===== config.mk =====
export PLATFORM = sky130hd
export DESIGN_NAME = core_complex
export DESIGN_NICKNAME = d
export VERILOG_FILES = /design/src/cc_pkg.sv /design/src/core_complex.sv /design/src/ipu.sv /design/src/ipu_div.sv /design/src/ipu_mul.sv /design/src/spill_register.sv
export SDC_FILE = /design/constraint.sdc
export NUM_CORES = 2
export LEC_CHECK = 0
export ABC_AREA = 1
export BUFFER_PORTS_ARGS = -buffer_cell sky130_fd_sc_hd__clkbuf_2
export CORE_ASPECT_RATIO = 1.4
export CORE_UTILIZATION = 69
export CTS_BUF_LIST = sky130_fd_sc_hd__clkbuf_2
export DETAILED_ROUTE_END_ITERATION = 8
export GPL_TIMING_DRIVEN = 0
export HOLD_SLACK_MARGIN = 0.08
export PLACE_DENSITY_LB_ADDON = 0.2
export RECOVER_POWER = 25
export REMOVE_ABC_BUFFERS = 1
export SYNTH_ARGS = -nofsm -noshare
export SYNTH_HDL_FRONTEND = slang
export SYNTH_SLANG_ARGS = --single-unit

===== constraint.sdc =====
create_clock -name clk_i -period 23.4 [get_ports clk_i]
set_input_delay 1.17 -clock clk_i [delete_from_list [all_inputs] [get_ports clk_i]]
set_output_delay 1.17 -clock clk_i [all_outputs]
set_load 0.005 [all_outputs]

===== src/cc_pkg.sv =====
// --------------------
// Shared widths, IPU opcodes and the offload and TCDM payload structs
// --------------------
`default_nettype none

package cc_pkg;

  // --------------------
  // Widths
  // --------------------
  localparam int DataWidth = 32;
  localparam int IdWidth   = 5;
  localparam int AmoWidth  = 4;
  localparam int StrbWidth = DataWidth / 8;

  // --------------------
  // IPU opcodes
  // --------------------
  // Codes 8 to 15 are illegal and answered with an error
  typedef enum logic [3:0] {
    MUL    = 4'd0,
    MULH   = 4'd1,
    MULHSU = 4'd2,
    MULHU  = 4'd3,
    DIV    = 4'd4,
    DIVU   = 4'd5,
    REM    = 4'd6,
    REMU   = 4'd7
  } ipu_op_e;

  // --------------------
  // Offload payloads
  // --------------------
  typedef struct packed {
    logic [IdWidth-1:0]   id;
    ipu_op_e              op;
    logic [DataWidth-1:0] arga;
    logic [DataWidth-1:0] argb;
  } acc_req_t;

  typedef struct packed {
    logic [IdWidth-1:0]   id;
    logic [DataWidth-1:0] data;
    logic                 error;
  } acc_resp_t;

  // --------------------
  // TCDM payloads
  // --------------------
  typedef struct packed {
    logic [DataWidth-1:0] addr;
    logic                 write;
    logic [AmoWidth-1:0]  amo;
    logic [DataWidth-1:0] data;
    logic [StrbWidth-1:0] strb;
    logic [IdWidth-1:0]   id;
  } dreq_t;

  typedef struct packed {
    logic [IdWidth-1:0]   id;
    logic [DataWidth-1:0] data;
    logic                 error;
  } dresp_t;

endpackage

`default_nettype wire

===== src/core_complex.sv =====
// --------------------
// Core complex top: four cut registers around the IPU and TCDM paths
// --------------------
`timescale 1ns/100ps
`default_nettype none

module core_complex #(
  parameter bit RegisterOffloadReq  = 1'b1,
  parameter bit RegisterOffloadResp = 1'b1,
  parameter bit RegisterTCDMReq     = 1'b0,
  parameter bit RegisterTCDMResp    = 1'b0
) (
  input  logic              clk_i,
  input  logic              rst_i,
  // Core-side offload port
  input  cc_pkg::acc_req_t  acc_req_i,
  input  logic              acc_req_valid_i,
  output logic              acc_req_ready_o,
  output cc_pkg::acc_resp_t acc_resp_o,
  output logic              acc_resp_valid_o,
  input  logic              acc_resp_ready_i,
  // Core-side TCDM port
  input  cc_pkg::dreq_t     data_req_i,
  input  logic              data_req_valid_i,
  output logic              data_req_ready_o,
  output cc_pkg::dresp_t    data_resp_o,
  output logic              data_resp_valid_o,
  input  logic              data_resp_ready_i,
  // Memory-side TCDM port
  output cc_pkg::dreq_t     data_req_o,
  output logic              data_req_valid_o,
  input  logic              data_req_ready_i,
  input  cc_pkg::dresp_t    data_resp_i,
  input  logic              data_resp_valid_i,
  output logic              data_resp_ready_o
);
  import cc_pkg::*;

  // IPU side of the offload cut registers
  acc_req_t  acc_req_q;
  acc_resp_t acc_resp_d;
  logic      acc_req_q_valid, acc_req_q_ready;
  logic      acc_resp_d_valid, acc_resp_d_ready;

  // Cut offload request path
  spill_register #(
    .Bypass ( !RegisterOffloadReq ),
    .T      ( acc_req_t           )
  ) i_spill_register_acc_req (
    .clk_i   ( clk_i           ),
    .rst_i   ( rst_i           ),
    .valid_i ( acc_req_valid_i ),
    .ready_o ( acc_req_ready_o ),
    .data_i  ( acc_req_i       ),
    .valid_o ( acc_req_q_valid ),
    .ready_i ( acc_req_q_ready ),
    .data_o  ( acc_req_q       )
  );

  ipu i_ipu (
    .clk_i            ( clk_i            ),
    .rst_i            ( rst_i            ),
    .acc_req_i        ( acc_req_q        ),
    .acc_req_valid_i  ( acc_req_q_valid  ),
    .acc_req_ready_o  ( acc_req_q_ready  ),
    .acc_resp_o       ( acc_resp_d       ),
    .acc_resp_valid_o ( acc_resp_d_valid ),
    .acc_resp_ready_i ( acc_resp_d_ready )
  );

  // Cut offload response path
  spill_register #(
    .Bypass ( !RegisterOffloadResp ),
    .T      ( acc_resp_t           )
  ) i_spill_register_acc_resp (
    .clk_i   ( clk_i            ),
    .rst_i   ( rst_i            ),
    .valid_i ( acc_resp_d_valid ),
    .ready_o ( acc_resp_d_ready ),
    .data_i  ( acc_resp_d       ),
    .valid_o ( acc_resp_valid_o ),
    .ready_i ( acc_resp_ready_i ),
    .data_o  ( acc_resp_o       )
  );

  // Cut TCDM request path
  spill_register #(
    .Bypass ( !RegisterTCDMReq ),
    .T      ( dreq_t           )
  ) i_spill_register_tcdm_req (
    .clk_i   ( clk_i            ),
    .rst_i   ( rst_i            ),
    .valid_i ( data_req_valid_i ),
    .ready_o ( data_req_ready_o ),
    .data_i  ( data_req_i       ),
    .valid_o ( data_req_valid_o ),
    .ready_i ( data_req_ready_i ),
    .data_o  ( data_req_o       )
  );

  // Cut TCDM response path
  spill_register #(
    .Bypass ( !RegisterTCDMResp ),
    .T      ( dresp_t           )
  ) i_spill_register_tcdm_resp (
    .clk_i   ( clk_i             ),
    .rst_i   ( rst_i             ),
    .valid_i ( data_resp_valid_i ),
    .ready_o ( data_resp_ready_o ),
    .data_i  ( data_resp_i       ),
    .valid_o ( data_resp_valid_o ),
    .ready_i ( data_resp_ready_i ),
    .data_o  ( data_resp_o       )
  );

endmodule

`default_nettype wire


===== src/ipu.sv =====
// --------------------
// Integer processing unit: opcode dispatch, illegal-op answers and
// response arbitration over the multiplier and divider
// --------------------
`timescale 1ns/100ps
`default_nettype none

module ipu (
  input  logic              clk_i,
  input  logic              rst_i,
  input  cc_pkg::acc_req_t  acc_req_i,
  input  logic              acc_req_valid_i,
  output logic              acc_req_ready_o,
  output cc_pkg::acc_resp_t acc_resp_o,
  output logic              acc_resp_valid_o,
  input  logic              acc_resp_ready_i
);
  import cc_pkg::*;

  logic               sel_mul, sel_div, sel_err;
  logic               mul_in_ready, div_in_ready, err_in_ready;
  logic               mul_valid, mul_ready, div_valid, div_ready;
  acc_resp_t          mul_resp, div_resp, err_resp;
  logic               err_valid_q;
  logic [IdWidth-1:0] err_id_q;
  // Grant bits: 2 illegal, 1 divider, 0 multiplier
  logic [2:0]         gnt, gnt_q;
  logic               lock_q;

  // --------------------
  // Decode
  // --------------------
  always_comb begin
    sel_mul = 1'b0;
    sel_div = 1'b0;
    sel_err = 1'b0;
    case (acc_req_i.op)
      MUL, MULH, MULHSU, MULHU: sel_mul = 1'b1;
      DIV, DIVU, REM, REMU:     sel_div = 1'b1;
      default:                  sel_err = 1'b1;
    endcase
  end

  assign acc_req_ready_o = (sel_mul && mul_in_ready) || (sel_div && div_in_ready) ||
                           (sel_err && err_in_ready);

  ipu_mul i_ipu_mul (
    .clk_i       ( clk_i                       ),
    .rst_i       ( rst_i                       ),
    .in_valid_i  ( acc_req_valid_i && sel_mul  ),
    .in_ready_o  ( mul_in_ready                ),
    .req_i       ( acc_req_i                   ),
    .out_valid_o ( mul_valid                   ),
    .out_ready_i ( mul_ready                   ),
    .resp_o      ( mul_resp                    )
  );

  ipu_div i_ipu_div (
    .clk_i       ( clk_i                       ),
    .rst_i       ( rst_i                       ),
    .in_valid_i  ( acc_req_valid_i && sel_div  ),
    .in_ready_o  ( div_in_ready                ),
    .req_i       ( acc_req_i                   ),
    .out_valid_o ( div_valid                   ),
    .out_ready_i ( div_ready                   ),
    .resp_o      ( div_resp                    )
  );

  // --------------------
  // Illegal opcode slot
  // --------------------
  assign err_in_ready = !err_valid_q || (gnt[2] && acc_resp_ready_i);
  assign err_resp     = '{id: err_id_q, data: '0, error: 1'b1};

  always_ff @(posedge clk_i or posedge rst_i) begin
    if (rst_i) begin
      err_valid_q <= 1'b0;
    end else if (acc_req_valid_i && sel_err && err_in_ready) begin
      err_valid_q <= 1'b1;
    end else if (gnt[2] && acc_resp_ready_i) begin
      err_valid_q <= 1'b0;
    end
  end

  always_ff @(posedge clk_i) begin
    if (acc_req_valid_i && sel_err && err_in_ready) begin
      err_id_q <= acc_req_i.id;
    end
  end

  // --------------------
  // Response arbiter
  // --------------------
  // Grant is held while stalled so the offered payload stays put
  always_comb begin
    if (lock_q) begin
      gnt = gnt_q;
    end else if (err_valid_q) begin
      gnt = 3'b100;
    end else if (div_valid) begin
      gnt = 3'b010;
    end else if (mul_valid) begin
      gnt = 3'b001;
    end else begin
      gnt = 3'b000;
    end
  end

  always_ff @(posedge clk_i or posedge rst_i) begin
    if (rst_i) begin
      lock_q <= 1'b0;
      gnt_q  <= 3'b000;
    end else begin
      lock_q <= acc_resp_valid_o && !acc_resp_ready_i;
      gnt_q  <= gnt;
    end
  end

  assign acc_resp_valid_o = (gnt[2] && err_valid_q) || (gnt[1] && div_valid) ||
                            (gnt[0] && mul_valid);
  assign div_ready  = gnt[1] && acc_resp_ready_i;
  assign mul_ready  = gnt[0] && acc_resp_ready_i;
  assign acc_resp_o = gnt[2] ? err_resp : (gnt[1] ? div_resp : mul_resp);

endmodule

`default_nettype wire


===== src/ipu_div.sv =====
// --------------------
// Serial restoring divider for DIV, DIVU, REM and REMU
// --------------------
`timescale 1ns/100ps
`default_nettype none

module ipu_div (
  input  logic              clk_i,
  input  logic              rst_i,
  input  logic              in_valid_i,
  output logic              in_ready_o,
  input  cc_pkg::acc_req_t  req_i,
  output logic              out_valid_o,
  input  logic              out_ready_i,
  output cc_pkg::acc_resp_t resp_o
);
  import cc_pkg::*;

  localparam int CntWidth = $clog2(DataWidth) + 1;

  typedef enum logic [1:0] {IDLE, PREP, ITER, DONE} state_e;

  state_e               state_q;
  logic [CntWidth-1:0]  cnt_q;
  logic                 last_iter;
  logic [IdWidth-1:0]   id_q;
  ipu_op_e              op_q;
  logic [DataWidth-1:0] a_q, b_q;
  logic [DataWidth-1:0] quo_q, rem_q, res_q;
  logic                 q_neg_q, r_neg_q;
  logic                 signed_op, rem_op, a_neg, b_neg;
  logic [DataWidth:0]   r_shift, r_next;
  logic                 fits;
  logic [DataWidth-1:0] final_res;

  assign signed_op = (op_q == DIV) || (op_q == REM);
  assign rem_op    = (op_q == REM) || (op_q == REMU);
  assign a_neg     = signed_op && a_q[DataWidth-1];
  assign b_neg     = signed_op && b_q[DataWidth-1];
  assign last_iter = (cnt_q == CntWidth'(DataWidth));

  // --------------------
  // One restoring step
  // --------------------
  assign r_shift = {rem_q, quo_q[DataWidth-1]};
  assign fits    = (r_shift >= {1'b0, b_q});
  assign r_next  = fits ? r_shift - {1'b0, b_q} : r_shift;

  // Zero divisor per RISC-V; signed overflow falls out of the magnitudes
  always_comb begin
    if (b_q == '0) begin
      final_res = rem_op ? a_q : '1;
    end else if (rem_op) begin
      final_res = r_neg_q ? -rem_q : rem_q;
    end else begin
      final_res = q_neg_q ? -quo_q : quo_q;
    end
  end

  always_ff @(posedge clk_i or posedge rst_i) begin
    if (rst_i) begin
      state_q <= IDLE;
      cnt_q   <= '0;
    end else begin
      case (state_q)
        IDLE: if (in_valid_i) state_q <= PREP;
        PREP: begin
          cnt_q   <= '0;
          state_q <= ITER;
        end
        ITER: begin
          if (last_iter) begin
            state_q <= DONE;
          end else begin
            cnt_q <= cnt_q + 1'b1;
          end
        end
        DONE: if (out_ready_i) state_q <= IDLE;
        default: state_q <= IDLE;
      endcase
    end
  end

  always_ff @(posedge clk_i) begin
    case (state_q)
      IDLE: begin
        id_q <= req_i.id;
        op_q <= req_i.op;
        a_q  <= req_i.arga;
        b_q  <= req_i.argb;
      end
      PREP: begin
        // b_q keeps the divisor magnitude from here on
        quo_q   <= a_neg ? -a_q : a_q;
        b_q     <= b_neg ? -b_q : b_q;
        rem_q   <= '0;
        q_neg_q <= a_neg ^ b_neg;
        r_neg_q <= a_neg;
      end
      ITER: begin
        if (last_iter) begin
          res_q <= final_res;
        end else begin
          quo_q <= {quo_q[DataWidth-2:0], fits};
          rem_q <= r_next[DataWidth-1:0];
        end
      end
      default: ;
    endcase
  end

  assign in_ready_o  = (state_q == IDLE);
  assign out_valid_o = (state_q == DONE);
  assign resp_o      = '{id: id_q, data: res_q, error: 1'b0};

endmodule

`default_nettype wire


===== src/ipu_mul.sv =====
// --------------------
// Two-stage multiplier for MUL, MULH, MULHSU and MULHU
// --------------------
`timescale 1ns/100ps
`default_nettype none

module ipu_mul (
  input  logic              clk_i,
  input  logic              rst_i,
  input  logic              in_valid_i,
  output logic              in_ready_o,
  input  cc_pkg::acc_req_t  req_i,
  output logic              out_valid_o,
  input  logic              out_ready_i,
  output cc_pkg::acc_resp_t resp_o
);
  import cc_pkg::*;

  logic                          en;
  logic                          a_sign, b_sign;
  logic signed [2*DataWidth+1:0] prod;

  // Stage 1 holds the full product
  logic                          s1_valid_q;
  logic [IdWidth-1:0]            s1_id_q;
  logic                          s1_high_q;
  logic signed [2*DataWidth+1:0] s1_prod_q;

  // Stage 2 holds the selected word
  logic                 s2_valid_q;
  logic [IdWidth-1:0]   s2_id_q;
  logic [DataWidth-1:0] s2_data_q;

  // Whole pipe freezes while the output is stalled
  assign en         = !s2_valid_q || out_ready_i;
  assign in_ready_o = en;

  // --------------------
  // Operand extension
  // --------------------
  // Only MULHU treats rs1 as unsigned, only MULH treats rs2 as signed
  assign a_sign = (req_i.op != MULHU) && req_i.arga[DataWidth-1];
  assign b_sign = (req_i.op == MULH) && req_i.argb[DataWidth-1];
  assign prod   = $signed({a_sign, req_i.arga}) * $signed({b_sign, req_i.argb});

  always_ff @(posedge clk_i or posedge rst_i) begin
    if (rst_i) begin
      s1_valid_q <= 1'b0;
      s2_valid_q <= 1'b0;
    end else if (en) begin
      s1_valid_q <= in_valid_i;
      s2_valid_q <= s1_valid_q;
    end
  end

  always_ff @(posedge clk_i) begin
    if (en && in_valid_i) begin
      s1_id_q   <= req_i.id;
      s1_high_q <= (req_i.op != MUL);
      s1_prod_q <= prod;
    end
    if (en && s1_valid_q) begin
      s2_id_q   <= s1_id_q;
      s2_data_q <= s1_high_q ? s1_prod_q[2*DataWidth-1:DataWidth] : s1_prod_q[DataWidth-1:0];
    end
  end

  assign out_valid_o = s2_valid_q;
  assign resp_o      = '{id: s2_id_q, data: s2_data_q, error: 1'b0};

endmodule

`default_nettype wire


===== src/spill_register.sv =====
// --------------------
// Two-slot valid/ready register slice, optionally bypassed
// --------------------
`timescale 1ns/100ps
`default_nettype none

module spill_register #(
  parameter bit  Bypass = 1'b0,
  parameter type T      = logic
) (
  input  logic clk_i,
  input  logic rst_i,
  input  logic valid_i,
  output logic ready_o,
  input  T     data_i,
  output logic valid_o,
  input  logic ready_i,
  output T     data_o
);

  if (Bypass) begin : gen_bypass
    assign valid_o = valid_i;
    assign ready_o = ready_i;
    assign data_o  = data_i;
  end else begin : gen_spill
    logic a_full_q, b_full_q;
    logic a_fill, a_drain, b_fill, b_drain;
    T     a_data_q, b_data_q;

    // Slot A takes new items, slot B catches A when the output stalls
    assign a_fill  = valid_i && ready_o;
    assign a_drain = a_full_q && !b_full_q;
    assign b_fill  = a_drain && !ready_i;
    assign b_drain = b_full_q && ready_i;

    always_ff @(posedge clk_i or posedge rst_i) begin
      if (rst_i) begin
        a_full_q <= 1'b0;
        b_full_q <= 1'b0;
      end else begin
        if (a_fill) begin
          a_full_q <= 1'b1;
        end else if (a_drain) begin
          a_full_q <= 1'b0;
        end
        if (b_fill) begin
          b_full_q <= 1'b1;
        end else if (b_drain) begin
          b_full_q <= 1'b0;
        end
      end
    end

    always_ff @(posedge clk_i) begin
      if (a_fill) begin
        a_data_q <= data_i;
      end
      if (b_fill) begin
        b_data_q <= a_data_q;
      end
    end

    // B always holds the older item
    assign ready_o = !a_full_q || !b_full_q;
    assign valid_o = a_full_q || b_full_q;
    assign data_o  = b_full_q ? b_data_q : a_data_q;
  end

endmodule

`default_nettype wire


; ---- After elaboration in Yosys (flattened, before gate mapping)
; Cells that the tools add are included.
; W data, S select, Z words.
[totals]
word_cells = 177
in_bits = 197
reg_bits = 524
output_inout_bits = 160
[op_classes]
eq_ne = 20
n_reduce_logical = 67
order_cmp = 1
n_addsub = 6
bitwise_logic = 1
mux = 41
mul = 1
[op_table]
columns = cell, n
row1 = $mux W32, 11
row2 = $pmux W32 S2, 3
row3 = $neg A32 Y32, 4
row4 = $mux W38, 3
row5 = $mux W73, 1
row6 = $mul A33 B33 Y64, 1
row7 = $ge A33 B32 Y1, 1
row8 = $logic_not A32 Y1, 1
row9 = $sub A32 B32 Y32, 1
row10 = $eq A4 B3 Y1 const B, 7
row11 = $logic_and A1 B1 Y1, 28
row12 = $mux W1, 14
row13 = $reduce_bool A2 Y1, 7
row14 = $logic_or A1 B1 Y1, 12
row15 = $pmux W6 S2, 1
row16 = $ne A2 B2 Y1 const B, 5
row17 = $logic_not A1 Y1, 9
row18 = $mux W3, 3
row19 = $eq A4 B2 Y1 const B, 2
row20 = $pmux W2 S4, 1
row21 = $reduce_or A4 Y1, 2
row22 = $reduce_or A8 Y1, 1
row23 = $add A6 B1 Y6 const B, 1
row24 = $eq A6 B6 Y1 const B, 1
row25 = other kinds (12), 17

; ---- Depth between registers and ports, before layout
[logic_depth]
word_depth = 12
ltp_mapped = 38
mapped_depth_nobuf = 36

; ---- Hierarchy
; Synthesis repeated with hierarchy kept, for this count alone.
[hier_totals]
hier_cells = 7950
area_unflattened_um2 = 67161.9
[modules_own_cells]
columns = module, cells_per_inst, seq_area_each_um2, n_inst, area_per_inst_um2
row1 = ipu_mul, 5130, 3263.1, 1, 43509.2
row2 = ipu_div, 1905, 5335.1, 1, 13339.0
row3 = spill_register at i_spill_register_acc_req, 395, 4434.3, 1, 5435.2
row4 = spill_register at i_spill_register_acc_resp, 212, 2332.2, 1, 2860.2
row5 = ipu, 188, 275.3, 1, 1117.3
row6 = spill_register at i_spill_register_tcdm_req, 80, 0.0, 1, 600.6
row7 = spill_register at i_spill_register_tcdm_resp, 40, 0.0, 1, 300.3

; ---- Worst setup path before layout
; No wires, ideal clock.
[synth_path]
path_kind = reg-to-reg
from = register i_spill_register_acc_req.gen_spill.b_full_q
to = register i_ipu.i_ipu_mul.s1_prod_q[63], data pin
n_path_buf = 3
required_ns = 23.147
period_less_slack_ns = 7.897
path_slack_ns = 15.503
stages_incl_launch_ff = 32
arrival_ns = 7.644
setup_ns = 0.253
path_cell_list = dfrtp_1 -> buf_4 -> buf_6 -> nand2_1 -> nand2_1 -> nor2_1 -> nand2_2 -> nand2_1 -> buf_2 -> nor2_1 -> fa_1 -> inv_1 -> fa_1 -> inv_1 -> fa_1 -> inv_1 -> fa_1 -> fa_1 -> fa_1 -> inv_1 -> fa_1 -> inv_1 -> fa_1 -> inv_1 -> ha_1 -> inv_1 -> nor3_1 -> nand2_1 -> nor4_1 -> a21oi_1 -> nand3_1 -> nand2_1
[synth_between]
elab_chain_len = 4
word_cells_on_any_way = 6
cone_classes = 1 x mul / 2 x eq/ne / 1 x mux / 2 x reduce/logical
[synth_lines]
columns = item, line
row1 = "start, declared", spill_register.sv:26  ; logic a_full_q, b_full_q;
row2 = "start signal, assigned", spill_register.sv:39  ; b_full_q <= 1'b0;
row3 = "start signal, assigned", spill_register.sv:47  ; b_full_q <= 1'b1;
row4 = "start signal, assigned", spill_register.sv:49  ; b_full_q <= 1'b0;
row5 = $mux W73 *, spill_register.sv:66  ; assign data_o = b_full_q ? b_data_q : a_data_q;
row6 = $ne A4 B2 Y1 / $eq A4 B1 Y1 (equally long branches), "ipu_mul.sv:42, ipu_mul.sv:43"
row7 = "$logic_and A1 B1 Y1, on equally long branches", "ipu_mul.sv:42, ipu_mul.sv:43"
row8 = $mul A33 B33 Y64 *, ipu_mul.sv:44  ; assign prod = $signed({a_sign, req_i.arga}) * $signed({b_sign, req_i.argb});
row9 = via i_ipu.i_ipu_mul.prod[63], ipu_mul.sv:21  ; logic signed [2*DataWidth+1:0] prod;
row10 = "end signal, assigned", ipu_mul.sv:60  ; s1_prod_q <= prod;
row11 = "end, declared", ipu_mul.sv:27  ; logic signed [2*DataWidth+1:0] s1_prod_q;
; The timed path passes the listed nets; every way through them passes the cells marked *.
; A chain may end at the register's enable or synchronous reset.

; ---- Final worst setup path
; Same ends and word-level chain as after synthesis.

==> metrics.txt <==
clock transition at the registers of the reported paths 0.11 ns; CTS sink cnt approximately 520; PortBufs 116; critical path capture point type flop; Initial Util 69.52%; first-pass GRT wire length 359.1 mm; Detail Placement HPWL ~180 mm; DRT antenna net count 0; RSZ-0062 raised after global routing false; Most common cell on crit path fa_1; min cycle time layout 13.50 ns; hold path cells 2; WL final 245.8 mm; Die H 365.9 µm; Relative slew margins -70.68%; Final Slew Violations 270; failing checks design-rule violations, max-capacitance violations, max-slew violations; count of cell types in the netlist 55; largest area contributor in the netlist fa_1; Synth Warn # 0; starting DRC count in detailed routing 7282; largest net degree at the start of global routing 73; post-cts gate resize count 0; Crit path buffers/inverters 6; maxcap violations 12; FP Rows 133; postcts setup bufs 0; chip width 261.9 µm; nets@finish 8980; Seq cells post-synth 524; final cycle utilization of the critical path between 50% and 60%; Hold EP i_spill_register_acc_req.gen_spill.a_data_q[62]; Synth-to-Final Area Change 4.777%; r2r worst-path depth 28; Clock Path Buffers 3; Die ar. 95820 µm²; Ports 357; CTS buffer count 118; Worst Setup Start Kind flop; critical path class reg2reg; Mapped Cells 7422; Synth top area share 34.55%; Worst Hold Class in2reg; gp weighted congestion 1.023; fraction of the yosys area taken by sequential cells a little under a quarter; GRT Overall Usage a little over half; area post-placement 66320 µm²; area of the mapped netlist 65250 µm²; # placed instances 8418; R2R setup slack 9.90 ns; Max Freq 74.06 MHz; Max Fanout on Critical Path between 70 and 80; fin area 68370 µm²; core area 93860 µm²; Syn Area/Cell about 8.8 µm²; cell family with most CP delay adder cells; number of antenna violations at the first check in global routing 30; grt ovf 0; Worst path max stage delay ~2.0 ns; CP max stage cell dfrtp_1; Vias 55723; R2R Path Start i_spill_register_acc_req.gen_spill.b_full_q; routed vias/inst 6.374; TritonRoute pass-1 iters 9; Worst R2R End i_ipu.i_ipu_mul.s1_prod_q[63]; final hold vios 0; non-filler cells, final 8742; share of layout cells above drive strength 1 7.519%; worst clock skew about 0.19 ns; count of final setup violators 0; WL/cell 28.12 µm; status finished with violations; # DRC around 260; largest cells by area after synthesis fa_1 35%, edfxtp_1 23%, nand2_1 9.6%; hold path startpoint acc_req_i[62]; vias in the first global route 58346; htree depth 3; Root Driver clkbuf_2; setup TNS 0 ns; TritonCTS clock tree built; actual slew at the worst max-slew pin 2.560 ns; Required @ worst endpoint around 25 ns; CP arrival 14.96 ns; Clk Latency, worst-skew pair 1.73 ns
==> metrics by stage <==
stage               setup slack [ns]  hold WS, ns  util [%]
finish                         9.897       0.1668     72.84
global route                   9.728       0.1281     72.80
CTS                            11.58       0.1883     72.77
detailed placement             11.48       0.4054     70.67
global placement               8.300       0.4014     69.56
floorplan                      13.49       0.4003         -
==> what timing repair did <==
item	in CTS	in global routing
setup endpoints to repair	0	0
hold endpoints to repair	110	0
hold buffers	76	0
==> layout by cell type, fill, tap and decap left out, types with 26 or more instances in the layout <==
cell,count
nand2_1,1662
inv_2,49
nand3_1,250
or2_2,65
nor3_1,47
diode_2,26
nand4_1,50
clkbuf_2,260
edfxtp_1,505
fa_1,1125
xor2_1,71
o21ai_2,45
ha_1,253
clkinv_1,38
a21oi_1,185
inv_1,1457
dlygate4sd3_1,76
o21ai_0,264
nor2_1,784
==> layer usage <==
metal  vias up  routed length (µm)  track usage (%)
met3      1957               35200            27.16
li1      22487                   -                -
met5         -                1373            6.996
met2      4815              105500            77.09
met1     26428               72210            54.24
met4        36               31550            50.40
==> sequential cells by signal, summed over array words and instances, names as in the netlist, 6 cells and up <==
| register | count |
|---|---|
| i_ipu.i_ipu_div.cnt_q | 6 |
| i_spill_register_acc_resp.gen_spill.a_data_q | 38 |
| i_spill_register_acc_req.gen_spill.b_data_q | 73 |
| i_ipu.i_ipu_div.quo_q | 32 |
| i_ipu.i_ipu_div.res_q | 32 |
| i_spill_register_acc_req.gen_spill.a_data_q | 73 |
| i_ipu.i_ipu_div.a_q | 32 |
| i_ipu.i_ipu_div.rem_q | 32 |
| i_ipu.i_ipu_mul.s2_data_q | 32 |
| i_spill_register_acc_resp.gen_spill.b_data_q | 38 |
| i_ipu.i_ipu_mul.s1_prod_q | 64 |
| i_ipu.i_ipu_div.b_q | 32 |
==> kinds of logic after synthesis <==
kind of cell    count (synthesis)  synth area share, %
buf+inv                      1892                11.87
fa+ha+maj                    1380                39.42
simple gates                 2922                18.16
xor+xnor                       80                1.074
mux                            33               0.5676
compound gates                591                4.940
flops                         524                23.97
==> cell type report <==
type                       count  area, µm²
antenna                       26      65.06
clock buffer                 158      790.8
clock inverter                60      425.4
fill                        6799      25490
inverter                    1513       5684
multi-input combinational   5006      42120
sequential                   524      15640
tap                         1215       1520
timing repair buffer         240       2120
==> worst register-to-register path, delay by kind of cell (launching register included) <==
kind                     cells  cell delay (ns)
AO/OA/AOI/OAI                1             0.23
AND/OR/NAND/NOR             12             4.23
buffers and inverters        6             1.69
flip-flops                   1             2.01
adder cells (fa/ha/maj)      9             5.24
==> synth_stat cells (all sizes together) <==
cell type,instances
o2bb2ai,1
nand4,50
mux2,32
or2,68
o31ai,3
buf,244
o21ai,335
clkinv,4
nor3b,3
o22ai,8
o21bai,17
dfrtp,19
xor2,71
and3,6
a21oi,189
ha,254
nand2,1673
nand3b,10
a32o,1
a22o,1
xnor2,9
fa,1126
o21a,4
edfxtp,505
a21o,7
nor2,801
o2111ai,1
o211ai,9
a31oi,5
a21boi,8
mux2i,1
inv,1509
nand3,252
clkbuf,135
nor3,50
o32ai,2
nor4,9
==> worst max path at each step <==
stage	cells after the start	from	slack (ns)	endpoint
finish	28	i_spill_register_acc_req.gen_spill.b_full_q	9.90	i_ipu.i_ipu_mul.s1_prod_q[63]
global route	26	i_spill_register_acc_req.gen_spill.b_full_q	9.73	i_ipu.i_ipu_mul.s1_prod_q[63]
CTS	28	i_spill_register_acc_req.gen_spill.b_full_q	11.58	i_ipu.i_ipu_mul.s1_prod_q[63]
detailed placement	28	i_spill_register_acc_req.gen_spill.b_full_q	11.48	i_ipu.i_ipu_mul.s1_prod_q[63]
global placement	22	i_spill_register_acc_req.gen_spill.b_full_q	8.30	i_ipu.i_ipu_mul.s1_prod_q[63]
floorplan	24	i_spill_register_acc_req.gen_spill.b_full_q	13.49	i_ipu.i_ipu_mul.s1_prod_q[63]
Power is left out: the tool's default activity adds up to more than one toggle a clock period on the data nets, which glitch-free logic cannot reach.
